**config.mk**
```make
export PLATFORM = sky130hd
export DESIGN_NAME = regFile
export DESIGN_NICKNAME = d
export VERILOG_FILES = /design/src/hw/cpuPkg.sv /design/src/hw/regFile.sv
export SDC_FILE = /design/constraint.sdc
export NUM_CORES = 2
export LEC_CHECK = 0
export BUFFER_PORTS_ARGS = -buffer_cell sky130_fd_sc_hd__buf_2
export CORE_MARGIN = 1
export CORE_UTILIZATION = 25
export DETAILED_ROUTE_END_ITERATION = 8
export PLACE_DENSITY = 0.5
export SLEW_MARGIN = 20
export SYNTH_ARGS = -nofsm -noshare
export SYNTH_HDL_FRONTEND = slang
export SYNTH_SLANG_ARGS = --single-unit
```
**constraint.sdc**
```tcl
create_clock -name clk -period 3.35 [get_ports clk]
set_input_delay 0.67 -clock clk [delete_from_list [all_inputs] [get_ports clk]]
set_output_delay 0.67 -clock clk [all_outputs]
set_load 0.05 [all_outputs]
```
**src/hw/cpuPkg.sv**
```systemverilog
/*
 * cpuPkg: shared sizes, encodings and control enums for the single-cycle core
 */
package cpuPkg;

	localparam int dataWidth = 32;
	localparam int regAdrxWidth = 5;
	localparam int pcWidth = 9;
	localparam int dmemAdrxWidth = 8;
	localparam int immWidth = 16;

	// ALU bus B source
	localparam logic busBReg = 1'b0;
	localparam logic busBImm = 1'b1;

	// Writeback source
	localparam logic resultAlu = 1'b0;
	localparam logic resultMem = 1'b1;

	// Primary opcodes, bgt is our own encoding
	typedef enum logic [5:0] {
		opReg = 6'b000000,
		opJ = 6'b000010,
		opBgt = 6'b000111,
		opAddi = 6'b001000,
		opLw = 6'b100011,
		opSw = 6'b101011
	} opcodeT;

	// Function field of register-type words
	typedef enum logic [5:0] {
		fnSll = 6'b000000,
		fnJr = 6'b001000,
		fnAdd = 6'b100000,
		fnSub = 6'b100010,
		fnAnd = 6'b100100,
		fnOr = 6'b100101,
		fnXor = 6'b100110,
		fnSlt = 6'b101010
	} functT;

	typedef enum logic [2:0] {
		aluNop = 3'b000,
		aluAdd = 3'b001,
		aluSub = 3'b010,
		aluAnd = 3'b011,
		aluOr = 3'b100,
		aluXor = 3'b101,
		aluSlt = 3'b110,
		aluSll = 3'b111
	} aluOpT;

	// Where the next PC comes from
	typedef enum logic [1:0] {
		pcNext = 2'b00,
		pcTarget = 2'b01,
		pcRegister = 2'b10
	} pcSelT;

endpackage
```
**src/hw/regFile.sv**
```systemverilog
/*
 * regFile: 32 x 32 register file, two asynchronous reads, one synchronous write
 */
module regFile (
	input logic clk,
	input logic rst,
	input logic writeEn,
	input logic [cpuPkg::regAdrxWidth-1:0] wrAdrx,
	input logic [cpuPkg::dataWidth-1:0] wrData,
	input logic [cpuPkg::regAdrxWidth-1:0] rdAdrx0,
	input logic [cpuPkg::regAdrxWidth-1:0] rdAdrx1,
	output logic [cpuPkg::dataWidth-1:0] rdData0,
	output logic [cpuPkg::dataWidth-1:0] rdData1
);
	import cpuPkg::*;

	localparam int numRegs = 1 << regAdrxWidth;

	logic [dataWidth-1:0] regs [numRegs];

	always_ff @(posedge clk) begin
		if (rst) begin
			for (int i = 0; i < numRegs; i++) begin
				regs[i] <= '0;
			end
		end else if (writeEn && (wrAdrx != '0)) begin
			regs[wrAdrx] <= wrData;
		end
	end

	// Register 0 is hardwired to zero
	assign rdData0 = (rdAdrx0 == '0) ? '0 : regs[rdAdrx0];
	assign rdData1 = (rdAdrx1 == '0) ? '0 : regs[rdAdrx1];

endmodule

```
Yosys cells after proc, flatten, opt, wreduce, memory -nomap -nowiden

Memories as Yosys holds them, arrays and structs flattened.
Index checks and enable logic that the tools add are counted.

Add/subtract/negate cells: 0
Multiply operators: 0
Divide/modulo/power cells: 0
Magnitude comparators: 0
Eq/ne operators: 0
Shift operators: 0
Muxes and demuxes: 10
Bitwise operators: 0
Reduce and logical (&&, ||, !) cells: 5

Operators by type and width:

| kind                | count |
|---|---|
| 2-to-1 mux 32 bit   | 3 |
| OR reduction 32 bit | 1 |
| zero test 5 bit     | 2 |
| 2-to-1 mux 1 bit    | 6 |
| 2-to-1 mux 5 bit    | 1 |
| nonzero test 5 bit  | 1 |
| logical AND 1 bit   | 1 |

Register bits after elaboration: 0
Bits in latches: 0
Bits in writable memories: 1,024
Bits in read-only memories: 0
Input bits: 50
Logic and storage cells: 16
Memories kept: 1

Memory list:

| memory | words | bits a word | rd ports | clocked after Yosys merged registers in | write ports | line          | source |
|---|---|---|---|---|---|---|---|
| regs   | 32    | 32          | 2        | 0                                       | 32          | regFile.sv:19 | `logic [dataWidth-1:0] regs [numRegs];` |

Longest topological paths before layout

Word-level depth: 7
Mapped depth: 9
Mapped depth without buffers: 4

Worst setup path after synthesis

No wires, ideal clock.

Kind: input port to output port
From: in rdAdrx1[0] in the netlist's numbering
To: out rdData1[30] in the netlist's numbering
Arrival time: 4.002 ns
Data required time: 2.680 ns
Path slack: -1.322 ns
Stages: 6
Cells stage by stage: buf_2 > buf_6 > buf_4 > mux4_2 > mux2i_1 > a2111oi_0

Longest elaborated chain between the ends: 2

Ends and longest elaborated chain:

| what                                                           | line          | source |
|---|---|---|
| from (decl)                                                    | regFile.sv:11 | `input logic [cpuPkg::regAdrxWidth-1:0] rdAdrx1,` |
| memory (32 x 32 bit) / zero test 5 bit (equally long branches) | -             |  |
| 2-to-1 mux 32 bit *                                            | regFile.sv:33 | `assign rdData1 = (rdAdrx1 == '0) ? '0 : regs[rdAdrx1];` |
| to (decl)                                                      | regFile.sv:13 | `output logic [cpuPkg::dataWidth-1:0] rdData1` |

Every way passes the cells marked *; elsewhere a longest branch is shown, timed or not.

Final worst setup path

From: in rdAdrx1[0] in the netlist's numbering
To: out rdData1[27] in the netlist's numbering

The elaborated chain is that of the path after synthesis.

==> qor.log <==
INFO  layout         instances_no_fill=6800
INFO  hold_path      worstHoldPathCells=2
INFO  critical_path  timing.critical_path.to_type=primary output
INFO  sta            final-setup-viol-count=24
INFO  power_and_ir_drop report.power.total=32.7mW
INFO  routing        detail_route.wl_per_cell=31.0um
INFO  placed_design  port_buffers=113
INFO  hold_path      min-delay-start=wrData[19]
INFO  sta            fin_crit=3.43ns
INFO  outcome        failed_checks=negative setup slack
INFO  clock_network  cts_num_sinks=1024
INFO  placed_design  hpwlAfterDp=136000um
INFO  clock_network  clockBufferDepth=3
INFO  layout         top_register=regs
INFO  placed_design  place.detailed.instances=6513
INFO  clock_network  post_cts_hold_buffer_count=0
INFO  sta            grt_setup_unrepaired=true
INFO  layout         final_layout_fill_cell_count=20801
INFO  sta            fin_crit_sh=102%
INFO  global_routing grt_first_pass_wirelength=290000um
INFO  yosys          ys_dominant_reg_cell=sky130_fd_sc_hd__edfxtp_1
INFO  die            initial_core_utilization=25.2%
INFO  routing        via_count=34885
INFO  hold_path      holdPathEnd=regs[11][19]
INFO  routing        avgViaCountPerCell=5.13
INFO  global_routing groute.usage.overall=19.0%
INFO  die            floorplan.die.width=468um
INFO  routing        ant_nets=0
INFO  yosys          synthesis.yosys.warnings=0
INFO  die            die_area=219000um2
INFO  yosys          synthArstFlopShare=0%
INFO  yosys          yosysSeqAreaShare=56.7%
INFO  critical_path  crit_type=in -> out
INFO  yosys          number_of_distinct_standard_cells_referenced_by_the_synthesized_netlist=42
INFO  layout         finalNetCount=3916
INFO  die            core.rowCount=170
INFO  outcome        run_status=complete, but fails checks
INFO  layout         max_ffs_per_register=1024
INFO  placed_design  globalplace.congestion=0.822
INFO  routing        drt_iter0_drc=4140
INFO  routing        detail_route.first_pass.iterations=5
INFO  power_and_ir_drop worst_vdd_rail_ir_drop=0.364mV
INFO  global_routing grt_overflow_total=0
INFO  clock_network  clockRootBuffer=sky130_fd_sc_hd__clkbuf_16
INFO  hold_path      hold_crit_class=in -> reg
INFO  global_routing number_of_antenna_violations_at_the_first_check_in_global_routing=37
INFO  yosys          synth_area_per_cell=15.5um2
INFO  routing        finalWirelength=211000um
INFO  clock_network  clk_pin_slew=0.06ns
INFO  clock_network  cts_made_buffers=110
INFO  layout         post_route_cells_drive_above_1_share=38.8%
INFO  sta            max-slew-margin-rel=25.8%
INFO  die            boundaryPins=114
INFO  critical_path  cp.required=2.68ns
INFO  power_and_ir_drop leakage_power_of_the_design=23.7nW
INFO  critical_path  crit_path_start_kind=input port
INFO  routing        drc=0
INFO  layout         layout_top_registers=regs (1024)
INFO  critical_path  critPathMaxFanout=7
INFO  sta            fmax=292MHz
INFO  power_and_ir_drop power_density=475nW/um2
INFO  sta            finalHoldViolations=0
INFO  die            floorplan.die.height=468um
INFO  clock_network  cts_tree=yes
INFO  yosys          cell_area_after_synthesis=54300um2
INFO  layout         area_added_between_synthesis_and_finish=26.9%
INFO  yosys          edff_count_synth=1024
INFO  yosys          flip_flop_and_latch_count_after_synthesis=1024
INFO  die            floorplan.core_area=215000um2
INFO  sta            slew_viol_final=0
INFO  yosys          synthesis.instances=3502
INFO  sta            worst_setup_margin=-0.0800ns
INFO  global_routing vias_in_the_first_global_route=35492
INFO  job            timing.max_cap.violations=0
INFO  clock_network  cts-htree-levels=3
INFO  sta            tightest_slew=1.11ns
INFO  critical_path  critPathArrivalTime=2.76ns
INFO  global_routing grt_start_max_net_pins=51
power breakdown:
group	leakage [nW]	switching (mW)	internal [mW]	total (mW)
clock network	1.65	5.29	6.64	11.9
logic	12.3	3.07	2.49	5.57
registers	9.75	0.385	14.8	15.2
total	23.7	8.74	23.9	32.7
what timing repair did:
action	CTS	global route
gates resized for setup	406	62
pin swaps	104	41
setup endpoints to repair	64	59
cloned	17	4
buffers inserted	55	24
synth_stat cells (all sizes together) (12+ instances only):
| cell | n | share of area [%] |
|---|---|---|
| a2111oi | 55 | 0.98 |
| a21oi | 12 | 0.11 |
| a22o | 51 | 0.82 |
| a22oi | 16 | 0.22 |
| and2 | 995 | 11 |
| buf | 116 | 1.5 |
| clkbuf | 271 | 1.9 |
| edfxtp | 1024 | 57 |
| mux2 | 30 | 0.62 |
| mux2i | 150 | 2.8 |
| mux4 | 472 | 20 |
| nor2 | 36 | 0.25 |
| nor2b | 14 | 0.16 |
| nor3 | 54 | 0.50 |
| o22ai | 103 | 1.2 |
| or2 | 33 | 0.38 |
area by class of cell:
| type | count | area [um2] | share of cell area, % |
|---|---|---|---|
| Inverter | 2 | 7.51 | 0.0109 |
| Sequential cell | 1024 | 30700 | 44.7 |
| Antenna cell | 15 | 37.5 | 0.0545 |
| Timing Repair Buffer | 608 | 7050 | 10.2 |
| Clock inverter | 55 | 468 | 0.680 |
| Multi-Input combinational cell | 2120 | 24100 | 35.0 |
| Clock buffer | 138 | 2880 | 4.18 |
| Tap cell | 2838 | 3550 | 5.16 |
stage by stage:
step	hold WS [ns]	worst slack [ns]	util, %	cell area (um2)	TNS [ns]
floorplan	0.868	-0.664	-	54700	-0.679
global placement	1.31	-0.561	28.8	61900	-14.32
detailed placement	1.32	-0.516	28.8	61900	-13.94
CTS	0.516	-0.125	31.8	68300	-1.71
global route	0.555	-0.135	32.0	68800	-2.37
finish	0.557	-0.0800	32.0	68800	-0.770
kinds of logic after synthesis:
kind of cell / share of synthesized area (%)
other cells: 0.00691
simple gates: 13.3
flops: 56.7
mux: 23.0
buf+inv: 3.35
compound gates: 3.65
how the worst max path moves through the flow:
stage,to,from,slack [ns],depth (start not counted)
floorplan,rdData1[30],rdAdrx1[0],-0.66,6
global placement,rdData0[5],rdAdrx0[1],-0.56,9
detailed placement,rdData1[5],rdAdrx1[0],-0.52,9
CTS,rdData0[16],regs[28][16],-0.13,6
global route,rdData1[26],rdAdrx1[0],-0.14,10
finish,rdData1[27],rdAdrx1[0],-0.08,10
critical path, cell delays in order:
cell	delay, ns
sky130_fd_sc_hd__buf_16	0.12
sky130_fd_sc_hd__buf_16	0.18
sky130_fd_sc_hd__buf_12	0.17
sky130_fd_sc_hd__buf_16	0.16
sky130_fd_sc_hd__mux4_2	0.49
sky130_fd_sc_hd__a22o_1	0.25
sky130_fd_sc_hd__a2111oi_4	0.24
sky130_fd_sc_hd__buf_4	0.21
sky130_fd_sc_hd__nor3_4	0.07
sky130_fd_sc_hd__buf_6	0.16
per-layer routing:
layer	up-vias	track usage, %	wire length (um)	share of wire, %
li1	14360	-	-	-
met1	18584	25.7	88100	42
met2	1596	31.4	101000	48
met3	331	2.68	14600	6.9
met4	14	5.73	7040	3.3
met5	-	0	86	0.041
placed cells by master (no fill, tap or decap), drive strengths merged, types with 16 or more instances in the layout:
| cell | Yosys | routed |
|---|---|---|
| a2111oi | 55 | 55 |
| a22o | 51 | 51 |
| a22oi | 16 | 16 |
| and2 | 995 | 995 |
| buf | 116 | 599 |
| clkbuf | 271 | 144 |
| clkinv | 0 | 45 |
| conb | 1 | 32 |
| edfxtp | 1024 | 1024 |
| mux2 | 30 | 30 |
| mux2i | 150 | 150 |
| mux4 | 472 | 472 |
| nor2 | 36 | 36 |
| nor3 | 54 | 54 |
| o22ai | 103 | 103 |
| or2 | 33 | 33 |
(Power assumes the default switching activity.)
