`config.mk`:
```
export PLATFORM = sky130hd
export DESIGN_NAME = decode
export DESIGN_NICKNAME = d
export VERILOG_FILES = /design/src/hw/cpuPkg.sv /design/src/hw/decode.sv
export SDC_FILE = /design/constraint.sdc
export NUM_CORES = 1
export LEC_CHECK = 0
export BUFFER_PORTS_ARGS = -buffer_cell sky130_fd_sc_hd__buf_2
export CAP_MARGIN = 0
export CORE_AREA = 2 2 47 49
export DETAILED_ROUTE_END_ITERATION = 10
export DIE_AREA = 0 0 49 51
export GPL_TIMING_DRIVEN = 0
export PLACE_DENSITY = 0.82
export SYNTH_ARGS = -nofsm -noshare
export SYNTH_HDL_FRONTEND = slang
export SYNTH_SLANG_ARGS = --single-unit
```
`constraint.sdc`:
```
create_clock -name vclk -period 5.73
set_clock_uncertainty 0.1 [all_clocks]
set_input_delay 1.146 -clock vclk [all_inputs]
set_output_delay 1.146 -clock vclk [all_outputs]
set_load 0.05 [all_outputs]
```
`src/hw/cpuPkg.sv`:
```
/*
 * cpuPkg: shared sizes, encodings and control enums for the single-cycle core
 */
package cpuPkg;

	localparam int dataWidth = 32;
	localparam int regAdrxWidth = 5;
	localparam int pcWidth = 9;
	localparam int dmemAdrxWidth = 8;
	localparam int immWidth = 16;

	// ALU bus B source
	localparam logic busBReg = 1'b0;
	localparam logic busBImm = 1'b1;

	// Writeback source
	localparam logic resultAlu = 1'b0;
	localparam logic resultMem = 1'b1;

	// Primary opcodes, bgt is our own encoding
	typedef enum logic [5:0] {
		opReg = 6'b000000,
		opJ = 6'b000010,
		opBgt = 6'b000111,
		opAddi = 6'b001000,
		opLw = 6'b100011,
		opSw = 6'b101011
	} opcodeT;

	// Function field of register-type words
	typedef enum logic [5:0] {
		fnSll = 6'b000000,
		fnJr = 6'b001000,
		fnAdd = 6'b100000,
		fnSub = 6'b100010,
		fnAnd = 6'b100100,
		fnOr = 6'b100101,
		fnXor = 6'b100110,
		fnSlt = 6'b101010
	} functT;

	typedef enum logic [2:0] {
		aluNop = 3'b000,
		aluAdd = 3'b001,
		aluSub = 3'b010,
		aluAnd = 3'b011,
		aluOr = 3'b100,
		aluXor = 3'b101,
		aluSlt = 3'b110,
		aluSll = 3'b111
	} aluOpT;

	// Where the next PC comes from
	typedef enum logic [1:0] {
		pcNext = 2'b00,
		pcTarget = 2'b01,
		pcRegister = 2'b10
	} pcSelT;

endpackage
```
`src/hw/decode.sv`:
```
/*
 * decode: turns an instruction word into control levels, register fields,
 * the immediate and the next-PC select for j, jr and bgt
 */
module decode (
	input logic [cpuPkg::dataWidth-1:0] instruction,
	input logic negFlag,
	input logic zeroFlag,
	output logic [cpuPkg::regAdrxWidth-1:0] rdAdrx0,
	output logic [cpuPkg::regAdrxWidth-1:0] rdAdrx1,
	output logic [cpuPkg::regAdrxWidth-1:0] wrAdrx,
	output logic [cpuPkg::immWidth-1:0] immediate,
	output cpuPkg::aluOpT aluOp,
	output logic aluBusBSel,
	output logic resultSel,
	output logic rfWriteEn,
	output logic dmemRead,
	output logic dmemWrite,
	output cpuPkg::pcSelT pcSel,
	output logic [cpuPkg::pcWidth-1:0] target
);
	import cpuPkg::*;

	opcodeT opcode;
	functT funct;
	logic [regAdrxWidth-1:0] rs;
	logic [regAdrxWidth-1:0] rt;
	logic [regAdrxWidth-1:0] rd;
	logic writeReg;
	logic rdDest;
	logic shiftOp;
	logic jump;
	logic jumpReg;
	logic branch;

	assign opcode = opcodeT'(instruction[31:26]);
	assign funct = functT'(instruction[5:0]);
	assign rs = instruction[25:21];
	assign rt = instruction[20:16];
	assign rd = instruction[15:11];

	always_comb begin
		aluOp = aluNop;
		aluBusBSel = busBReg;
		resultSel = resultAlu;
		writeReg = 1'b0;
		rdDest = 1'b0;
		shiftOp = 1'b0;
		dmemRead = 1'b0;
		dmemWrite = 1'b0;
		jump = 1'b0;
		jumpReg = 1'b0;
		branch = 1'b0;
		case (opcode)
			opReg: begin
				rdDest = 1'b1;
				writeReg = 1'b1;
				case (funct)
					fnAdd: aluOp = aluAdd;
					fnSub: aluOp = aluSub;
					fnAnd: aluOp = aluAnd;
					fnOr: aluOp = aluOr;
					fnXor: aluOp = aluXor;
					fnSlt: aluOp = aluSlt;
					fnSll: begin
						// rt shifted by shamt, carried on bus B
						aluOp = aluSll;
						aluBusBSel = busBImm;
						shiftOp = 1'b1;
					end
					fnJr: begin
						writeReg = 1'b0;
						jumpReg = 1'b1;
					end
					default: writeReg = 1'b0;
				endcase
			end
			opLw: begin
				aluOp = aluAdd;
				aluBusBSel = busBImm;
				resultSel = resultMem;
				writeReg = 1'b1;
				dmemRead = 1'b1;
			end
			opSw: begin
				aluOp = aluAdd;
				aluBusBSel = busBImm;
				dmemWrite = 1'b1;
			end
			opJ: jump = 1'b1;
			opBgt: begin
				// rs - rt, taken when the difference is positive
				aluOp = aluSub;
				branch = 1'b1;
			end
			opAddi: begin
				aluOp = aluAdd;
				aluBusBSel = busBImm;
				writeReg = 1'b1;
			end
			default: ;
		endcase
	end

	assign rdAdrx0 = shiftOp ? rt : rs;
	assign rdAdrx1 = rt;
	assign wrAdrx = rdDest ? rd : rt;
	assign rfWriteEn = writeReg && (wrAdrx != '0);
	assign immediate = shiftOp ? {11'b0, instruction[10:6]} : instruction[immWidth-1:0];

	// j and bgt both take the low bits of the word
	assign target = instruction[pcWidth-1:0];

	always_comb begin
		if (jumpReg) begin
			pcSel = pcRegister;
		end else if (jump || (branch && !negFlag && !zeroFlag)) begin
			pcSel = pcTarget;
		end else begin
			pcSel = pcNext;
		end
	end

endmodule

```
**Word level (Yosys, flattened, before mapping)**

Cells that the tools add are included.

- Register bits: 0
- Logic and storage cells: 43

- Muxes and demuxes: 19
- Reductions and logical operators: 12
- Equality and inequality tests: 12

Operators with widths:

| operator | number |
|---|---|
| 6-bit equality test, second input constant | 8 |
| 3-bit one-hot mux with 7 select lines | 1 |
| 16-bit 2-to-1 mux | 1 |
| 6-bit by 4-bit equality test with 1-bit output, second input constant | 2 |
| 6-bit zero test | 2 |
| 1-bit 2-to-1 mux | 11 |
| 5-bit 2-to-1 mux | 2 |
| 3-bit one-hot mux with 3 select lines | 1 |
| 7-bit OR reduction | 1 |
| 6-bit by 2-bit equality test with 1-bit output, second input constant | 1 |
| 6-bit by 3-bit equality test with 1-bit output, second input constant | 1 |
| 5-bit nonzero test | 1 |
| 1-bit one-hot mux with 2 select lines | 2 |
| 1-bit logical AND | 3 |
| 3-bit OR reduction | 1 |
| 1-bit zero test | 2 |
| 2-bit 2-to-1 mux | 1 |
| 2-bit OR reduction | 1 |
| 1-bit logical OR | 1 |

**Logic depth before layout (Yosys ltp)**

Gate-level depths: netlist of run 1.

- Word-level depth: 7
- Mapped depth: 6
- Mapped depth without buffers: 4

**Worst setup path after synthesis of run 1**

Ideal clock, no wire load.

- Kind: in2out
- Start point: in instruction[31] (netlist bit)
- End point: out rfWriteEn
- Data required time: 4.484 ns
- Path buffers: 1
- Arrival time: 3.141 ns
- Stages: 5
- Slack: 1.343 ns
- Cells stage by stage: nor3_2 > nand2_2 > or2_1 > clkbuf_1 > o31ai_1

- Longest elaborated chain between the ends: 5

Ends and longest elaborated chain:

| item | RTL line | text |
|---|---|---|
| from (decl) | decode.sv:6 | `input logic [cpuPkg::dataWidth-1:0] instruction,` |
| 6-bit zero test | decode.sv:54 | `case (opcode)` |
| 1-bit 2-to-1 mux | decode.sv:54 |  |
| 5-bit 2-to-1 mux | decode.sv:107 | `assign wrAdrx = rdDest ? rd : rt;` |
| 5-bit nonzero test | decode.sv:108 | `assign rfWriteEn = writeReg && (wrAdrx != '0);` |
| 1-bit logical AND (*) | decode.sv:108 |  |
| to (decl) | decode.sv:16 | `output logic rfWriteEn,` |

Mark *: on every way between the ends. The rest lies on a longest branch, timed or not.

**Worst setup path after layout of run 1**

- Start point: in instruction[31] (netlist bit)
- End point: out aluOp[0]

- Longest elaborated chain between the ends: 3

Ends and longest elaborated chain:

| item | RTL line | text |
|---|---|---|
| 6-bit by 4-bit equality test with 1-bit output or 6-bit equality test (tied branches) | decode.sv:54 |  |
| 3-bit OR reduction (no source line) | - |  |
| 3-bit one-hot mux with 3 select lines (*) | decode.sv:54 |  |
| to (decl) | decode.sv:13 | `output cpuPkg::aluOpT aluOp,` |

Marks and branches as above.

==> flow_summary.yaml, run 1 <==
sta:
  slew_violations: 0
  tightest_slew_ns: 0.4563
  hold_viol: 0
  fin_crit_sh_pct: 69.59
  rsz0062_at_grt: "no"
  fmax_mhz: 250.8
  slew_headroom_pct: 69.58
  whs_ns: 2.494
  fin_crit_ns: 3.987
  setup_viol: 0
  tns_ns: 0
synth:
  synth_top_area_share_pct: 16.90
  ys_warn_count: 0
  yosysSeqAreaShare_pct: 0
  syn_area_per_cell_sq_um: 7.327
  synth_most_common_cell: "buf_4"
  yosys-top-cells-area: "buf_4 (17%), mux2_2 (16%), nor2b_1 (7.9%), buf_6 (4.8%), a21o_1 (4.2%)"
  syn-num-nets: 131
  synth.largest_area_cell: "buf_4"
  ys_types: 37
  yosys-top-cells-count: "buf_4 (16), mux2_2 (10), nor2b_1 (9)"
  syn_area_sq_um: 710.7
  syn_inst: 97
pwr:
  peakVddDrop_v: 0.00006371
  p_leak_nw: 0.6302
  power_mw: 0.1191
  power_density_nw_per_um2: 103.9
place:
  port_buffers: 80
  gp_congestion: 0.7832
  dp_hpwl_um: 1969
clocking:
  cts_resized: 0
  cts_setup_buffers: 0
  hold_buffers: 0
worst_setup_path:
  path_max_fanout: 8
  worstSetupEndpointType: "output pin"
  critPathKind: "input pin to output pin"
  crit_top_cell: "buf_2"
  arrival_ns: 2.74
  crit_chain: "buf_2 > nor3_2 > nand2_2 > or2_1 > clkbuf_1 > o41ai_2 > buf_2"
  crit_required_ns: 4.48
  cp_slowest_cell: "buf_2"
  worst-path-buf-inv: 3
  critPathTopFamily: "simple AND/OR/NAND/NOR gates"
  cp_slowest_stage_delay_ns: 0.31
  start_kind: "input pin"
global_route:
  first_global_vias: 923
  use_met2_pct: 36.07
  grt_usage_pct: 17.35
  grt_max_degree: 11
  antenna_found_initial: 0
  grt_pass1_wl_um: 3650
  top_usage_layer: "met2"
  met3_usage_pct: 0.5848
  use_met1_pct: 19.30
  grt_overflow: 0
cells_and_area:
  area_delta_synth_final_pct: 61.27
  nClkBuffers: 0
  seq_area_sq_um: 0
  nNetsFinal: 213
  drive_above_1_share_pct: 64.97
  n_sequential_cell: 0
  multi_input_area_sq_um: 534.3
  antennaDiodeCount: 0
  fill_cells: 219
detailed_routing:
  drt-total-wl_um: 2275
  avgViaCountPerCell: 4.883
  drtIter0Drc: 9
  firstDrtPassIters: 4
  drc: 0
  route.detailed.wl_per_inst_um: 11.10
  postRouteAntennaNets: 0
  via_count: 1001
floorplanning:
  io_pins: 84
  die_area_sq_um: 2499
  coreArea_sq_um: 2063
  num_rows: 17
  die_y_um: 51
  start_util_pct: 34.45
  fp.dieW_um: 49
job:
  drv_cap: 0
min_path:
  hold_path.class: "input pin to output pin"
run_status:
  status: "complete, no violations"
kinds of logic (layout without fill, tap and decap cells):
logic type	after synthesis	after routing	share of synthesized area, %
AO/OA/AOI/OAI	19	19	19.54
XOR/XNOR	2	2	2.465
AND/OR/NAND/NOR	41	41	37.32
buffers and inverters	25	105	24.82
multiplexers	10	10	15.85
final cells by class:
type | instances | share of cell area, %
multi-input combinational | 72 | 46.62
timing repair buffer | 80 | 34.93
buffer | 24 | 15.07
tap | 28 | 3.057
inverter | 1 | 0.3275
worst paths after layout:
check / slack (ns) / from / cells after the start / endpoint
max: 1.74 / instruction[31] / 7 / aluOp[0]
min: 2.49 / instruction[3] / 2 / target[3]
per-layer routing:
metal / share of wire [%] / up-vias
li1: - / 492
met1: 38 / 458
met2: 54 / 49
met3: 7.3 / 2
met4: 0.79 / 0
met5: 0 / -
layout by cell type, fill, tap and decap left out, drive strengths merged, types with 3 or more instances in the layout:
cell and count:
a21o 4, and3 3, buf 100, clkbuf 4, mux2 10, nand2 5
nor2 5, nor2b 9, nor3 7, o21ai 4
power breakdown:
group | switching [mW] | internal [mW]
logic | 0.0829 | 0.0362
clock network | 0 | 0
registers | 0 | 0
metrics by stage:
step	cell area, sq um	worst slack, ns	utilization (%)	std cells
after floorplan	710.7	1.343	-	97
after global placement	1146	1.767	55.55	205
after detailed placement	1146	1.734	55.55	205
after CTS	1146	1.742	55.55	205
after global routing	1146	1.574	55.55	205
final	1146	1.743	55.55	205
Power figures use the tool's default switching activity.
==> run 2, diff against run 1 <==
--- a/config.mk
+++ b/config.mk
@@ -7,11 +7,11 @@
 export LEC_CHECK = 0
 export BUFFER_PORTS_ARGS = -buffer_cell sky130_fd_sc_hd__buf_2
 export CAP_MARGIN = 0
-export CORE_AREA = 2 2 47 49
+export CORE_AREA = 2 2 51 53
 export DETAILED_ROUTE_END_ITERATION = 10
-export DIE_AREA = 0 0 49 51
+export DIE_AREA = 0 0 53 55
 export GPL_TIMING_DRIVEN = 0
-export PLACE_DENSITY = 0.82
+export PLACE_DENSITY = 0.73
 export SYNTH_ARGS = -nofsm -noshare
 export SYNTH_HDL_FRONTEND = slang
 export SYNTH_SLANG_ARGS = --single-unit
==> constraint.sdc (replaced) <==
create_clock -name vclk -period 3.5
set_clock_uncertainty 0.1 [all_clocks]
set_input_delay 0.7 -clock vclk [all_inputs]
set_output_delay 0.7 -clock vclk [all_outputs]
set_load 0.05 [all_outputs]
==> flow_summary.yaml, run 2 (synthesis gave the netlist of run 1 again) <==
cells_and_area:
  layout_common_cells: "buf_2 (80), buf_4 (16), mux2_2 (10)"
  nNetsFinal: 213
  final_cells: 207
  seq_area_sq_um: 0
  drive_above_1_share_pct: 64.97
  area_delta_synth_final_pct: 61.62
  nClkBuffers: 0
  mostFrequentLayoutCell: "buf_2"
  n_sequential_cell: 0
  antennaDiodeCount: 0
  fin_util_pct: 48.57
global_route:
  grt_pass1_wl_um: 3394
  antenna_found_initial: 0
  grt_overflow: 0
  grt_usage_pct: 14.62
  first_global_vias: 815
  grt_max_degree: 11
floorplanning:
  fp.dieW_um: 53
  io_pins: 84
  die_area_sq_um: 2915
  die_y_um: 55
  start_util_pct: 30.05
  coreArea_sq_um: 2365
  num_rows: 18
pwr:
  p_leak_nw: 0.6302
  peakVddDrop_v: 0.0001234
  power_density_nw_per_um2: 168.8
sta:
  slew_headroom_pct: 71.07
  tightest_slew_ns: 0.4339
  fin_crit_sh_pct: 88.68
  fmax_mhz: 322.2
  hold_viol: 0
  setup_ws_ns: 0.3963
  rsz0062_at_grt: "no"
  tns_ns: 0
  slew_violations: 0
  whs_ns: 1.601
  setup_viol: 0
  fin_crit_ns: 3.104
worst_setup_path:
  cp_slowest_cell: "buf_2"
  path_max_fanout: 8
  cp_slowest_stage_delay_ns: 0.30
  critPathKind: "input pin to output pin"
  critPathLaunch: "instruction[31]"
  arrival_ns: 2.30
  crit_required_ns: 2.70
  cp_num_cells: 7
  crit_top_cell: "buf_2"
  crit_chain: "buf_2 > nor3_2 > nand2_2 > or2_1 > clkbuf_1 > o41ai_2 > buf_2"
  critPathTopFamily: "simple AND/OR/NAND/NOR gates"
  worst-path-buf-inv: 3
  start_kind: "input pin"
  worstSetupEndpointType: "output pin"
detailed_routing:
  firstDrtPassIters: 4
  postRouteAntennaNets: 0
  drc: 0
  route.detailed.wl_per_inst_um: 10.62
  drtIter0Drc: 4
  drt-total-wl_um: 2198
  avgViaCountPerCell: 4.657
  via_count: 964
run_status:
  status: "complete, no violations"
place:
  post-place-ws_ns: 0.3796
  gp_congestion: 0.8140
  port_buffers: 80
  dp.cells: 207
  dp_hpwl_um: 1941
min_path:
  hold_depth: 2
  worstHoldStart: "instruction[0]"
  hold_path.class: "input pin to output pin"
clocking:
  cts_resized: 0
  cts_setup_buffers: 0
  hold_buffers: 0
job:
  drv_cap: 0
-- run 2: cell counts in the layout (fill, tap and decap cells not counted) --
Identical to the previous run, type by type.
-- run 2: area by class of cell --
class / count / area [sq um]
buffer: 24 / 172.7
fill: 251 / 1216
timing repair buffer: 80 / 400.4
tap: 30 / 37.54
multi-input combinational: 72 / 534.3
inverter: 1 / 3.754
-- run 2: layer usage --
metal	GRT usage (%)	part of all wire (%)
met4	0	0
met5	0	0
met3	0.5376	7.1
met1	18.27	39
met2	29.38	53
-- run 2: metrics by stage --
| step | power (mW) | area, sq um |
|---|---|---|
| 3_5_place_dp | 0.1949 | 1149 |
| 3_3_place_gp | 0.1937 | 1149 |
| 5_1_grt | 0.2064 | 1149 |
| 6_report | 0.1938 | 1149 |
| 4_1_cts | 0.1953 | 1149 |
| 2_1_floorplan | 0.1436 | 710.7 |
-- run 2: path summary, 6_finish.rpt --
| check | end | slack, ns |
|---|---|---|
| hold / removal | target[0] | 1.60 |
| setup / recovery | aluOp[0] | 0.40 |
-- run 2: where the power goes --
part	switching, mW	internal [mW]
clock network	0	0
registers	0	0
logic	0.135	0.0593
total	0.135	0.0593
