## config.mk

```make
export PLATFORM = sky130hd
export DESIGN_NAME = alu
export DESIGN_NICKNAME = d
export VERILOG_FILES = /design/src/hw/cpuPkg.sv /design/src/hw/alu.sv
export SDC_FILE = /design/constraint.sdc
export NUM_CORES = 1
export LEC_CHECK = 0
export ABC_AREA = 1
export BUFFER_PORTS_ARGS = -buffer_cell sky130_fd_sc_hd__buf_2
export CELL_PAD_IN_SITES_DETAIL_PLACEMENT = 1
export CELL_PAD_IN_SITES_GLOBAL_PLACEMENT = 1
export CORE_UTILIZATION = 40
export DETAILED_ROUTE_END_ITERATION = 7
export PLACE_DENSITY = 0.82
export REMOVE_ABC_BUFFERS = 1
export SYNTH_ARGS = -nofsm -noshare
export SYNTH_HDL_FRONTEND = slang
export SYNTH_SLANG_ARGS = --single-unit
```

## constraint.sdc

```tcl
create_clock -name vclk -period 2.7
set_input_delay 0.135 -clock vclk [all_inputs]
set_output_delay 0.135 -clock vclk [all_outputs]
set_load 0.03 [all_outputs]
```

## src/hw/cpuPkg.sv

```systemverilog
/*
 * cpuPkg: shared sizes, encodings and control enums for the single-cycle core
 */
package cpuPkg;

	localparam int dataWidth = 32;
	localparam int regAdrxWidth = 5;
	localparam int pcWidth = 9;
	localparam int dmemAdrxWidth = 8;
	localparam int immWidth = 16;

	// ALU bus B source
	localparam logic busBReg = 1'b0;
	localparam logic busBImm = 1'b1;

	// Writeback source
	localparam logic resultAlu = 1'b0;
	localparam logic resultMem = 1'b1;

	// Primary opcodes, bgt is our own encoding
	typedef enum logic [5:0] {
		opReg = 6'b000000,
		opJ = 6'b000010,
		opBgt = 6'b000111,
		opAddi = 6'b001000,
		opLw = 6'b100011,
		opSw = 6'b101011
	} opcodeT;

	// Function field of register-type words
	typedef enum logic [5:0] {
		fnSll = 6'b000000,
		fnJr = 6'b001000,
		fnAdd = 6'b100000,
		fnSub = 6'b100010,
		fnAnd = 6'b100100,
		fnOr = 6'b100101,
		fnXor = 6'b100110,
		fnSlt = 6'b101010
	} functT;

	typedef enum logic [2:0] {
		aluNop = 3'b000,
		aluAdd = 3'b001,
		aluSub = 3'b010,
		aluAnd = 3'b011,
		aluOr = 3'b100,
		aluXor = 3'b101,
		aluSlt = 3'b110,
		aluSll = 3'b111
	} aluOpT;

	// Where the next PC comes from
	typedef enum logic [1:0] {
		pcNext = 2'b00,
		pcTarget = 2'b01,
		pcRegister = 2'b10
	} pcSelT;

endpackage
```

## src/hw/alu.sv

```systemverilog
/*
 * alu: eight-operation integer ALU with negative and zero flags
 */
module alu (
	input cpuPkg::aluOpT aluOp,
	input logic [cpuPkg::dataWidth-1:0] busA,
	input logic [cpuPkg::dataWidth-1:0] busB,
	output logic [cpuPkg::dataWidth-1:0] result,
	output logic negFlag,
	output logic zeroFlag
);
	import cpuPkg::*;

	logic [4:0] shamt;

	assign shamt = busB[4:0];

	always_comb begin
		case (aluOp)
			aluAdd: result = busA + busB;
			aluSub: result = busA - busB;
			aluAnd: result = busA & busB;
			aluOr: result = busA | busB;
			aluXor: result = busA ^ busB;
			aluSlt: begin
				// Signed compare, result is 1 or 0
				result = ($signed(busA) < $signed(busB)) ? 32'd1 : 32'd0;
			end
			aluSll: result = busA << shamt;
			default: result = '0;
		endcase
	end

	// Flags follow the result, overflow is not tracked
	assign negFlag = result[dataWidth-1];
	assign zeroFlag = (result == '0);

endmodule

```

==> results of run 1 <==
## per-layer routing
| layer | global-route usage | GRT overflow |
|---|---|---|
| met5 | 0.236 | 0 |
| met2 | 1.22 | 1014 |
| met3 | 0.674 | 28 |
| met4 | 1.07 | 265 |
| met1 | 0.868 | 16 |
## timing repair
| item | CTS |
|---|---|
| pin swaps | 34 |
| buffers inserted | 10 |
| gates resized for setup | 173 |
| endpoints found under the hold margin | 0 |
| setup endpoints to repair | 2 |
## cells by family after synthesis
kind of cell               Yosys count  synth area share
adders and majority gates          109             0.162
and+or+nand+nor                   1061             0.536
AOI/OAI and AO/OA                  175             0.122
buffers and inverters              356             0.180
## synth_stat cells, types with 3 or more instances
master    instances
nor2_2           13
nand3b_1          8
o21ai_0          25
o21bai_1         15
nor3_1           10
buf_4            18
o21ai_1          13
nand2_1         529
a21oi_1          70
clkbuf_1          9
nand4_1          23
a21oi_2           5
inv_2             9
o211ai_1          9
a31oi_1           6
buf_6             9
inv_1           273
nand3_1         275
nand3_2           7
ha_1            107
nor3_2            3
buf_2            34
o22ai_1          23
nand2_2           7
nor2_1          181
## per-stage QoR
stage / setup TNS, ns / std cells / hold slack (ns) / util
2_1_floorplan: -0.0498 / 1629 / 0.549 / -
3_3_place_gp: -0.346 / 2332 / 1.01 / 0.557
3_5_place_dp: -0.504 / 2332 / 1.09 / 0.557
4_1_cts: 0 / 2342 / 1.05 / 0.595
==> metrics.md, run 1 <==
| Metric | Value |
|---|---|
| Hpwl dp | `42700 um` |
| Synth Instances | `1701` |
| Stop Error | `[ERROR GRT-0232] Routing congestion too high. Check the congestion heatmap in the GUI.` |
| Die width | `148 um` |
| Syn Area/Cell | `4.99 um2` |
| Die extent in y | `148 um` |
| IO Count | `101` |
| Status | `aborted with a tool error` |
| Seq/Total Area, Yosys | `0` |
| Pre-CTS setup slack | `-0.426 ns` |
| Hold-fix buffers, CTS | `0` |
| Post-synth cell types | `39` |
| Starting Density | `0.414` |
| Area contributors post-synth | `nand2_1 (23%), nand3_1 (16%), ha_1 (16%)` |
| Worst EP Category | `primary output` |
| Syn Std Cell Area | `8490 um2` |
| Gr usage total | `0.932` |
| Worst_ep grt | `zeroFlag` |
| Placer Congestion | `between 1 and 1.5` |
| Synth area leader | `nand2_1` |
| Fail Step | `global routing` |
| Overflow after GRT | `about 1.3k` |
| YS warnings | `0` |
| DP Area | `11400 um2` |
| Post-synth top area share | `0.234` |
| Largest net degree at the start of global routing | `36` |
| # rows | `52` |
| IO Port Bufs | `between 100 and 150` |
==> inputs of run 2 (changes only) <==
Settings changed: CELL_PAD_IN_SITES_DETAIL_PLACEMENT 1 to default, CELL_PAD_IN_SITES_GLOBAL_PLACEMENT 1 to default, CORE_UTILIZATION 40 to 25, PLACE_DENSITY 0.82 to default, PLACE_DENSITY_LB_ADDON from default to 0.15.
==> run 2 against run 1 <==
The flow now finishes without violations; synthesized cell count unchanged; synthesized area unchanged.
==> metrics.md, run 2 <==
| Metric | Value |
|---|---|
| Post-synthesis compound-gate area fraction | `0.122` |
| Worst path max stage delay | `0.42 ns` |
| Synth area leader | `nand2_1` |
| NumNets Final | `2281` |
| Routed wl met3 | `3160 um` |
| Commonest non-fill, non-tap cell in the layout | `nand2_1` |
| Hpwl dp | `between 30000 and 40000 um` |
| Crit end category | `output port` |
| Post-synth cell types | `39` |
| Share of layout cells above drive strength 1 | `0.362` |
| Register area | `0 um2` |
| Leakage | `7.30 nW` |
| Worst EP arrival | `2.51 ns` |
| CP Launch Type | `primary input` |
| WL met2 | `20700 um` |
| DR iter-0 viols | `1095` |
| Sequential share of power | `0` |
| # rows | `between 60 and 70` |
| FMAX | `378 MHz` |
| Antenna-violating nets left | `0` |
| PwrDens | `235 nW/um2` |
| Area grow syn2layout | `55.7%` |
| WHS Path Cells | `8` |
| Die extent in y | `186 um` |
| Post-synthesis mux area share | `0` |
| Max Used Layer | `met4` |
| Slew Viols, Final | `0` |
| Worst Tran Pin Value | `0.892 ns` |
| Gr usage total | `0.258` |
| Tot Pwr | `3.11 mW` |
| DRT Pass-1 Iters | `8` |
| Top-count cell post-synth | `nand2_1` |
| Maximum capacitance violations | `0` |
| Global-route wire length before repair | `67200 um` |
| Starting Density | `0.254` |
| Worst Setup Path Type | `primary input to output port` |
| Die width | `186 um` |
| Synth Instances | `between 1.5k and 2k` |
| Status | `completed` |
| Vias in the first global route | `approximately 12k` |
| CP delay by family, top | `simple AND/OR/NAND/NOR gates` |
| IO Count | `101` |
| Vias | `12.6k` |
| Net switching power | `1.82 mW` |
| Post-route cell area | `13200 um2` |
| Placer Congestion | `between 0.9 and 1` |
| Power share of the clock group | `0` |
| Post-DR vias/cell | `4.93` |
| RSZ-0062 raised after global routing | `true` |
| DP Area | `between 10000 and 15000 um2` |
| Crit path depth | `19` |
| Min-delay worst type | `primary input to output port` |
| FFs & Latches | `0` |
| Core area | `~33000 um2` |
| Multi-input logic area | `8040 um2` |
| Routed wire per std cell | `~18 um` |
| Seq/Total Area, Yosys | `0` |
| Area contributors post-synth | `nand2_1 (23%), nand3_1 (16%), ha_1 (16%)` |
| YS warnings | `0` |
| Relative slew margins | `0.404` |
| DIE AREA | `roughly 35000 um2` |
| Non-filler cells, final | `2552` |
| Largest family of logic cells by synthesized area | `simple AND/OR/NAND/NOR gates` |
| Net Sw Frac | `0.585` |
| DP Cell Count | `2513` |
| Worst endpoint required time | `2.57 ns` |
| Commonest cells post-synth | `nand2_1 (529), nand3_1 (275), inv_1 (273)` |
| Residual DRC | `0` |
| Min setup slack post-route | `between 0.05 and 0.06 ns` |
| Hold Fails Final Rpt | `0` |
| Post-synth top area share | `0.234` |
| Clock buf count | `0` |
| Endpoints failing setup | `0` |
| CP max stage cell | `fa_2` |
| Post-Synth Adder-Cell Area | `0.162` |
| Most frequent cells in the layout | `nand2_1 (457), buf_4 (358), nand3_1 (251)` |
| Routed wire length | `about 46000 um` |
| Syn Area/Cell | `4.99 um2` |
| Int Power | `1.29 mW` |
| IO Port Bufs | `101` |
| Largest net degree at the start of global routing | `35` |
| Peak VDD IR | `83.2 uV` |
| Syn Std Cell Area | `between 8000 and 9000 um2` |
| Post-synthesis simple-gate area fraction | `0.536` |
| Tcrit/Tclk final | `0.980` |
| Xor/xnor share of the synthesized area | `0` |
| Wl on met1 | `20900 um` |
| Min Tclk post-route | `2.65 ns` |
| Most used cell along the critical path | `nand2_1` |
| Combinational Power Share | `1.000` |
| Buf/Inv on CP | `3` |
| Pre-CTS setup slack | `-0.510 ns` |
| Filler cells | `3770` |
| Crit-path max FO | `3` |
| Initial antenna violation count | `2` |
| Hold slack | `roughly 1.1 ns` |
| Hold-fix buffers, CTS | `0` |
| Critical-path cell list | `buf_12 -> ha_4 -> fa_2 -> inv_4 -> nand2_4 -> nand3_4 -> nand2_1 -> nand3_1 -> nand3_2 -> nor2_2 -> nand3_2 -> nor2_1 -> nand2_1 -> nor2_1 -> nand2_1 -> nor2_4 -> nand2_1 -> nor2_2 -> buf_6` |
| Overflow after GRT | `0` |
run 2: cell counts after synthesis:
No cell type changed its count.
run 2: metrics by stage:
stage	TNS [ns]	utilization
2_1_floorplan	-0.0498	-
3_3_place_gp	-0.890	0.349
3_5_place_dp	-0.770	0.349
4_1_cts	0	0.368
5_1_grt	-0.0801	0.395
6_report	0	0.395
run 2: final timing paths:
kind / endpoint / start / slack (ns)
setup / recovery: zeroFlag / busB[0] / 0.05
hold / removal: result[1] / aluOp[2] / 1.13
run 2: cell type report:
cell class,instances,share of cell area
multi-input combinational,1345,0.608
timing repair buffer,474,0.267
inverter,284,0.0825
tap,448,0.0424
antenna,1,0.000189
run 2: power by group through the flow:
stage | sequential [mW] | clock (mW) | combinational [mW]
2_1_floorplan | 0 | 0 | 1.31
3_3_place_gp | 0 | 0 | 2.64
3_5_place_dp | 0 | 0 | 2.64
4_1_cts | 0 | 0 | 2.81
5_1_grt | 0 | 0 | 3.35
6_report | 0 | 0.0000000215 | 3.11
run 2: cell families (layout without fill, tap and decap cells):
family                   count (synthesis)  after routing
AND/OR/NAND/NOR                       1061           1061
buffers and inverters                  356            758
AO/OA/AOI/OAI                          175            175
adder cells (fa/ha/maj)                109            109
other                                    0              1
run 2: what timing repair did:
item / CTS / global route
gates resized for setup: 131 / 204
cloned: 1 / 0
hold endpoints to repair: 0 / 0
pin swaps: 19 / 86
endpoints found under the setup margin: 3 / 2
setup buffers: 10 / 27
run 2: worst min-delay path, cell delays in order:
cell and delay, ns:
buf_2 0.18, nand3b_1 0.11, nand3_2 0.09, nor2_2 0.04, o21ai_2 0.06, buf_4 0.11
buf_4 0.10, buf_2 0.18
run 2: routing by layer:
metal  global-route usage  vias up
li1                     -     6211
met1                0.365     5822
met2                0.424      490
met3               0.0193       57
met4               0.0551        0
met5                    0        -
Power figures use the tool's default switching activity.
==> inputs of run 3 (changes only) <==
Clock period 2.7 ns to 3.4 ns, I/O delays scaled along.
==> run 3 against run 2 <==
The flow now finishes with violations (DRC); flip-flop and latch count unchanged; final cell count decreased by 12%; final area decreased by 27%; setup slack improved by 0.12 ns; critical path type unchanged; critical endpoint unchanged; largest power group unchanged.
==> metrics.md, run 3 (synthesized netlist as in run 2, its figures left out) <==
| Metric | Value |
|---|---|
| Status | `finished, violations left` |
| Failing checks | `DRC` |
| Min setup slack post-route | `roughly 0.18 ns` |
| Worst Setup Path Type | `primary input to output port` |
| Hold slack | `1.00 ns` |
| Crit end category | `output port` |
| Leakage | `~5.6 nW` |
| Relative slew margins | `0.273` |
| Net switching power | `1.21 mW` |
| Net Sw Frac | `0.698` |
| Tcrit/Tclk final | `0.948` |
| Maximum capacitance violations | `0` |
| FMAX | `310 MHz` |
| # rows | `67` |
| Combinational Power Share | `1.000` |
| Most used cell along the critical path | `nand2_1` |
| RSZ-0062 raised after global routing | `false` |
| IO Count | `101` |
| Most frequent cells in the layout | `nand2_1 (528), nand3_1 (274), inv_1 (273)` |
| Crit path depth | `20` |
| Core area | `33400 um2` |
| Sequential share of power | `0` |
| Post-DR vias/cell | `4.99` |
| IO Port Bufs | `just over 100` |
| Worst EP arrival | `3.05 ns` |
| Slew Viols, Final | `0` |
| CP Launch Type | `primary input` |
| Min Tclk post-route | `3.22 ns` |
| Clock buf count | `0` |
| Crit-path max FO | `3` |
| DIE AREA | `34700 um2` |
| CP max stage cell | `fa_1` |
| Vias | `11.2k` |
| Placer Congestion | `0.948` |
| Peak VDD IR | `58.8 uV` |
| Routed wire per std cell | `18.6 um` |
| Crit. Startpoint | `busA[0]` |
| Endpoints failing setup | `0` |
| WHS Path Cells | `5` |
| Gr usage total | `0.235` |
| DP Area | `roughly 9600 um2` |
| HP Start | `busB[4]` |
| Int Power | `523 uW` |
| Worst Tran Pin Value | `1.09 ns` |
| ANT cells | `0` |
| Die extent in y | `186 um` |
| Die width | `between 150 and 200 um` |
| CP delay by family, top | `simple AND/OR/NAND/NOR gates` |
| Routed wire length | `41500 um` |
| Power share of the clock group | `0` |
| Commonest non-fill, non-tap cell in the layout | `nand2_1` |
| Buf/Inv on CP | `4` |
| Post-route cell area | `9610 um2` |
| PwrDens | `roughly 180 nW/um2` |
| DRT Pass-1 Iters | `8` |
| Antenna-violating nets left | `0` |
| Vias in the first global route | `10.4k` |
| Largest net degree at the start of global routing | `38` |
| Critical-path cell list | `buf_2 -> inv_1 -> ha_1 -> fa_1 -> inv_1 -> nand2_1 -> nand3_2 -> nand3_1 -> nand2_2 -> nand2_1 -> nand2_1 -> nand2_1 -> nand2_1 -> nand2_1 -> nand3_1 -> nand4_1 -> nor2_2 -> nand2_1 -> nor2_2 -> clkbuf_4` |
| Area grow syn2layout | `13.1%` |
| Min-delay worst type | `primary input to output port` |
| Core Util, Final | `0.287` |
| Residual DRC | `2` |
| Hpwl dp | `35900 um` |
| Global-route wire length before repair | `60900 um` |
| NumNets Final | `1966` |
| Worst endpoint required time | `3.23 ns` |
| Hold Fails Final Rpt | `0` |
| Pre-CTS setup slack | `-0.161 ns` |
| Worst path max stage delay | `0.43 ns` |
| FFs & Latches | `0` |
| Starting Density | `0.254` |
| Register area | `0 um2` |
| Initial antenna violation count | `0` |
| DR iter-0 viols | `approximately 990` |
| Share of layout cells above drive strength 1 | `0.122` |
| Overflow after GRT | `0` |
[run 3: layout make-up]
class / instances / area [um2]
fill: 4001 / 23800
inverter: 284 / 1070
multi-input combinational: 1345 / 7000
tap: 448 / 561
timing repair buffer: 159 / 981
[run 3: final timing paths]
path / endpoint / slack [ns]
min: result[3] / 1.00
max: zeroFlag / 0.18
[run 3: what timing repair did]
item | CTS | global route
gates resized for setup | 1 | 12
setup buffers | 0 | 0
hold buffers | 0 | 0
setup endpoints to repair | 1 | 1
pin swaps | 0 | 1
[run 3: per-layer routing]
metal,wire length [um],part of all wire,GRT usage,up-vias
li1,-,-,-,5572
met1,19300,0.47,0.335,5105
met4,1020,0.025,0.0475,0
met2,18600,0.45,0.390,437
met3,2580,0.062,0.0119,49
met5,0,0,0,-
[run 3: power groups by stage]
stage          clock network (mW)  registers [mW]  logic, mW
2_1_floorplan                   0               0       1.04
3_3_place_gp                    0               0       1.70
3_5_place_dp                    0               0       1.69
4_1_cts                         0               0       1.70
5_1_grt                         0               0       1.90
6_report                        0               0       1.73
[run 3: through the flow]
stage	instances	setup TNS, ns	power, mW
floorplan	1629	0	1.04
CTS	2236	0	1.70
global placement	2236	-0.147	1.70
finish	2236	0	1.73
detailed placement	2236	-0.161	1.69
global route	2236	0	1.90
==> inputs of run 4 (changes only) <==
Settings changed: ABC_AREA 1 to default, CORE_MARGIN from default to 2, CORE_UTILIZATION 25 to 35.
==> run 4 against run 3 <==
The run ends with setup timing left; final cell count shrank 14%; fmax shrank 33%; die area decreased by 33%; core utilization rose by 31 points; sequential share of layout area unchanged; non-clock buffer count is 452 higher; combinational power is 49% higher; critical path type unchanged; largest power group unchanged.
==> metrics.md, run 4 <==
| Metric | Value |
|---|---|
| NumNets Final | `1831` |
| Die width | `153 um` |
| Commonest non-fill, non-tap cell in the layout | `buf_4` |
| Vias | `11.4k` |
| Net switching power | `1.36 mW` |
| Leakage | `6.39 nW` |
| Hpwl dp | `35200 um` |
| Area contributors post-synth | `ha_1 (17%), mux2i_1 (5.5%), a21oi_1 (5.5%)` |
| Pre-CTS setup slack | `-1.98 ns` |
| Min setup slack post-route | `-1.38 ns` |
| Worst Tran Pin Value | `0.885 ns` |
| Core area | `21800 um2` |
| Slew Viols, Final | `0` |
| Syn Area/Cell | `6.90 um2` |
| CP Launch Type | `primary input` |
| Global-route wire length before repair | `65300 um` |
| Tcrit/Tclk final | `1.41` |
| IO Port Bufs | `101` |
| Gr usage total | `0.352` |
| Register area | `0 um2` |
| Tot Pwr | `2.57 mW` |
| Crit end category | `output port` |
| Initial antenna violation count | `0` |
| DR iter-0 viols | `1094` |
| Failing checks | `setup timing` |
| Hold slack | `~1.2 ns` |
| Share of layout cells above drive strength 1 | `0.463` |
| Sequential share of power | `0` |
| Endpoints failing setup | `9` |
| Hold Fails Final Rpt | `0` |
| IO Count | `101` |
| Worst endpoint required time | `3.23 ns` |
| Routed wire length | `about 43000 um` |
| Residual DRC | `0` |
| Relative slew margins | `0.401` |
| Net Sw Frac | `0.530` |
| Synth Instances | `1125` |
| Die extent in y | `153 um` |
| DRT Pass-1 Iters | `6` |
| FMAX | `209 MHz` |
| Seq/Total Area, Yosys | `0` |
| Antenna-violating nets left | `0` |
| Clock buf count | `0` |
| Crit-path max FO | `8` |
| Peak VDD IR | `108 uV` |
| Overflow after GRT | `0` |
| Commonest cells post-synth | `ha_1 (107), inv_1 (98), nand2_1 (95)` |
| PwrDens | `196 nW/um2` |
| Maximum capacitance violations | `0` |
| RSZ-0062 raised after global routing | `true` |
| Post-synth cell types | `between 90 and 100` |
| Post-DR vias/cell | `5.89` |
| Post-route cell area | `between 10000 and 15000 um2` |
| Placer Congestion | `about 0.98` |
| Status | `finished, violations left` |
| Routed wire per std cell | `22.4 um` |
| ANT cells | `0` |
| Syn Std Cell Area | `7760 um2` |
| Int Power | `between 1 and 1.5 mW` |
| Min Tclk post-route | `4.78 ns` |
| Worst Setup Path Type | `primary input to output port` |
| FFs & Latches | `0` |
| Min-delay worst type | `primary input to output port` |
| Worst EP arrival | `4.61 ns` |
| DP Area | `11900 um2` |
| Vias in the first global route | `11.2k` |
| Synth area leader | `ha_1` |
| Top-count cell post-synth | `ha_1` |
| DIE AREA | `23400 um2` |
| Post-synth top area share | `0.172` |
| Starting Density | `0.356` |
| Hold-fix buffers, CTS | `0` |
| Combinational Power Share | `1.000` |
| Most frequent cells in the layout | `buf_4 (473), nand2_1 (92), ha_1 (90)` |
| Power share of the clock group | `0` |
| Largest net degree at the start of global routing | `38` |
| Area grow syn2layout | `68.5%` |
| YS warnings | `0` |
| # rows | `54` |
[run 4: cell types whose count changed after synthesis, moves of 16 or more]
cell | previous run | this run
nand2_1 | 529 | 95
mux4_2 | 0 | 17
nand3_1 | 275 | 28
mux2i_1 | 0 | 43
nor2_1 | 181 | 94
buf_2 | 34 | 15
o21ai_0 | 25 | 55
nor3_1 | 10 | 29
a211oi_1 | 1 | 17
clkbuf_1 | 9 | 47
inv_1 | 273 | 98
nor4_1 | 1 | 17
[run 4: kinds of logic (layout without fill, tap and decap cells)]
group | Yosys count | count (layout) | share of synthesized area
buf+inv | 184 | 712 | 0.100
simple gates | 356 | 356 | 0.227
fa+ha+maj | 109 | 109 | 0.178
xor+xnor | 9 | 9 | 0.0102
mux | 77 | 77 | 0.134
compound gates | 390 | 390 | 0.351
[run 4: worst paths after layout]
kind / start / endpoint / slack, ns / depth (start not counted)
min: busB[2] / result[2] / 1.16 / 7
max: busA[1] / zeroFlag / -1.38 / 17
[run 4: what timing repair did]
item | in CTS | in global routing
gates cloned | 0 | 1
buffers inserted | 36 | 9
endpoints found under the setup margin | 15 | 14
pin swaps | 48 | 43
gates resized for setup | 164 | 57
[run 4: through the flow]
step           setup TNS, ns  std cells   util
3_5_place_dp           -8.29       1901  0.543
5_1_grt                -4.91       1933  0.599
3_3_place_gp           -7.79       1901  0.543
2_1_floorplan          -2.72       1042      -
6_report               -4.02       1933  0.599
4_1_cts                -3.39       1927  0.587
[run 4: critical path: stages]
cell and delay [ns]:
buf_2 0.12, buf_4 0.14, buf_6 0.13, ha_1 0.19, o21bai_2 0.24, a21oi_2 0.21
nor2_1 0.09, buf_4 0.16, or2_1 0.27, a2111oi_4 0.37, a21oi_1 0.12, or4_4 0.53
or4_4 0.54, or4_4 0.44, or4b_4 0.54, nor4_4 0.14, buf_4 0.19
[run 4: layer usage]
layer	vias to the layer above	track usage	share of wire
met1	5378	0.495	0.43
met4	0	0.104	0.039
met5	-	0	0
li1	5295	-	-
met2	612	0.565	0.44
met3	102	0.0425	0.088
[run 4: area by class of cell]
cell class | count | area, um2
fillers | 2104 | 8750
inverters | 101 | 389
multi-input cells | 941 | 7690
well taps | 280 | 350
repair buffers | 611 | 4640
[run 4: power groups by stage]
stage | clock network, mW | registers (mW) | logic, mW
after detailed placement | 0 | 0 | 2.22
after floorplan | 0 | 0 | 1.02
after global routing | 0 | 0 | 2.71
final | 0 | 0 | 2.57
after global placement | 0 | 0 | 2.22
after CTS | 0 | 0 | 2.45
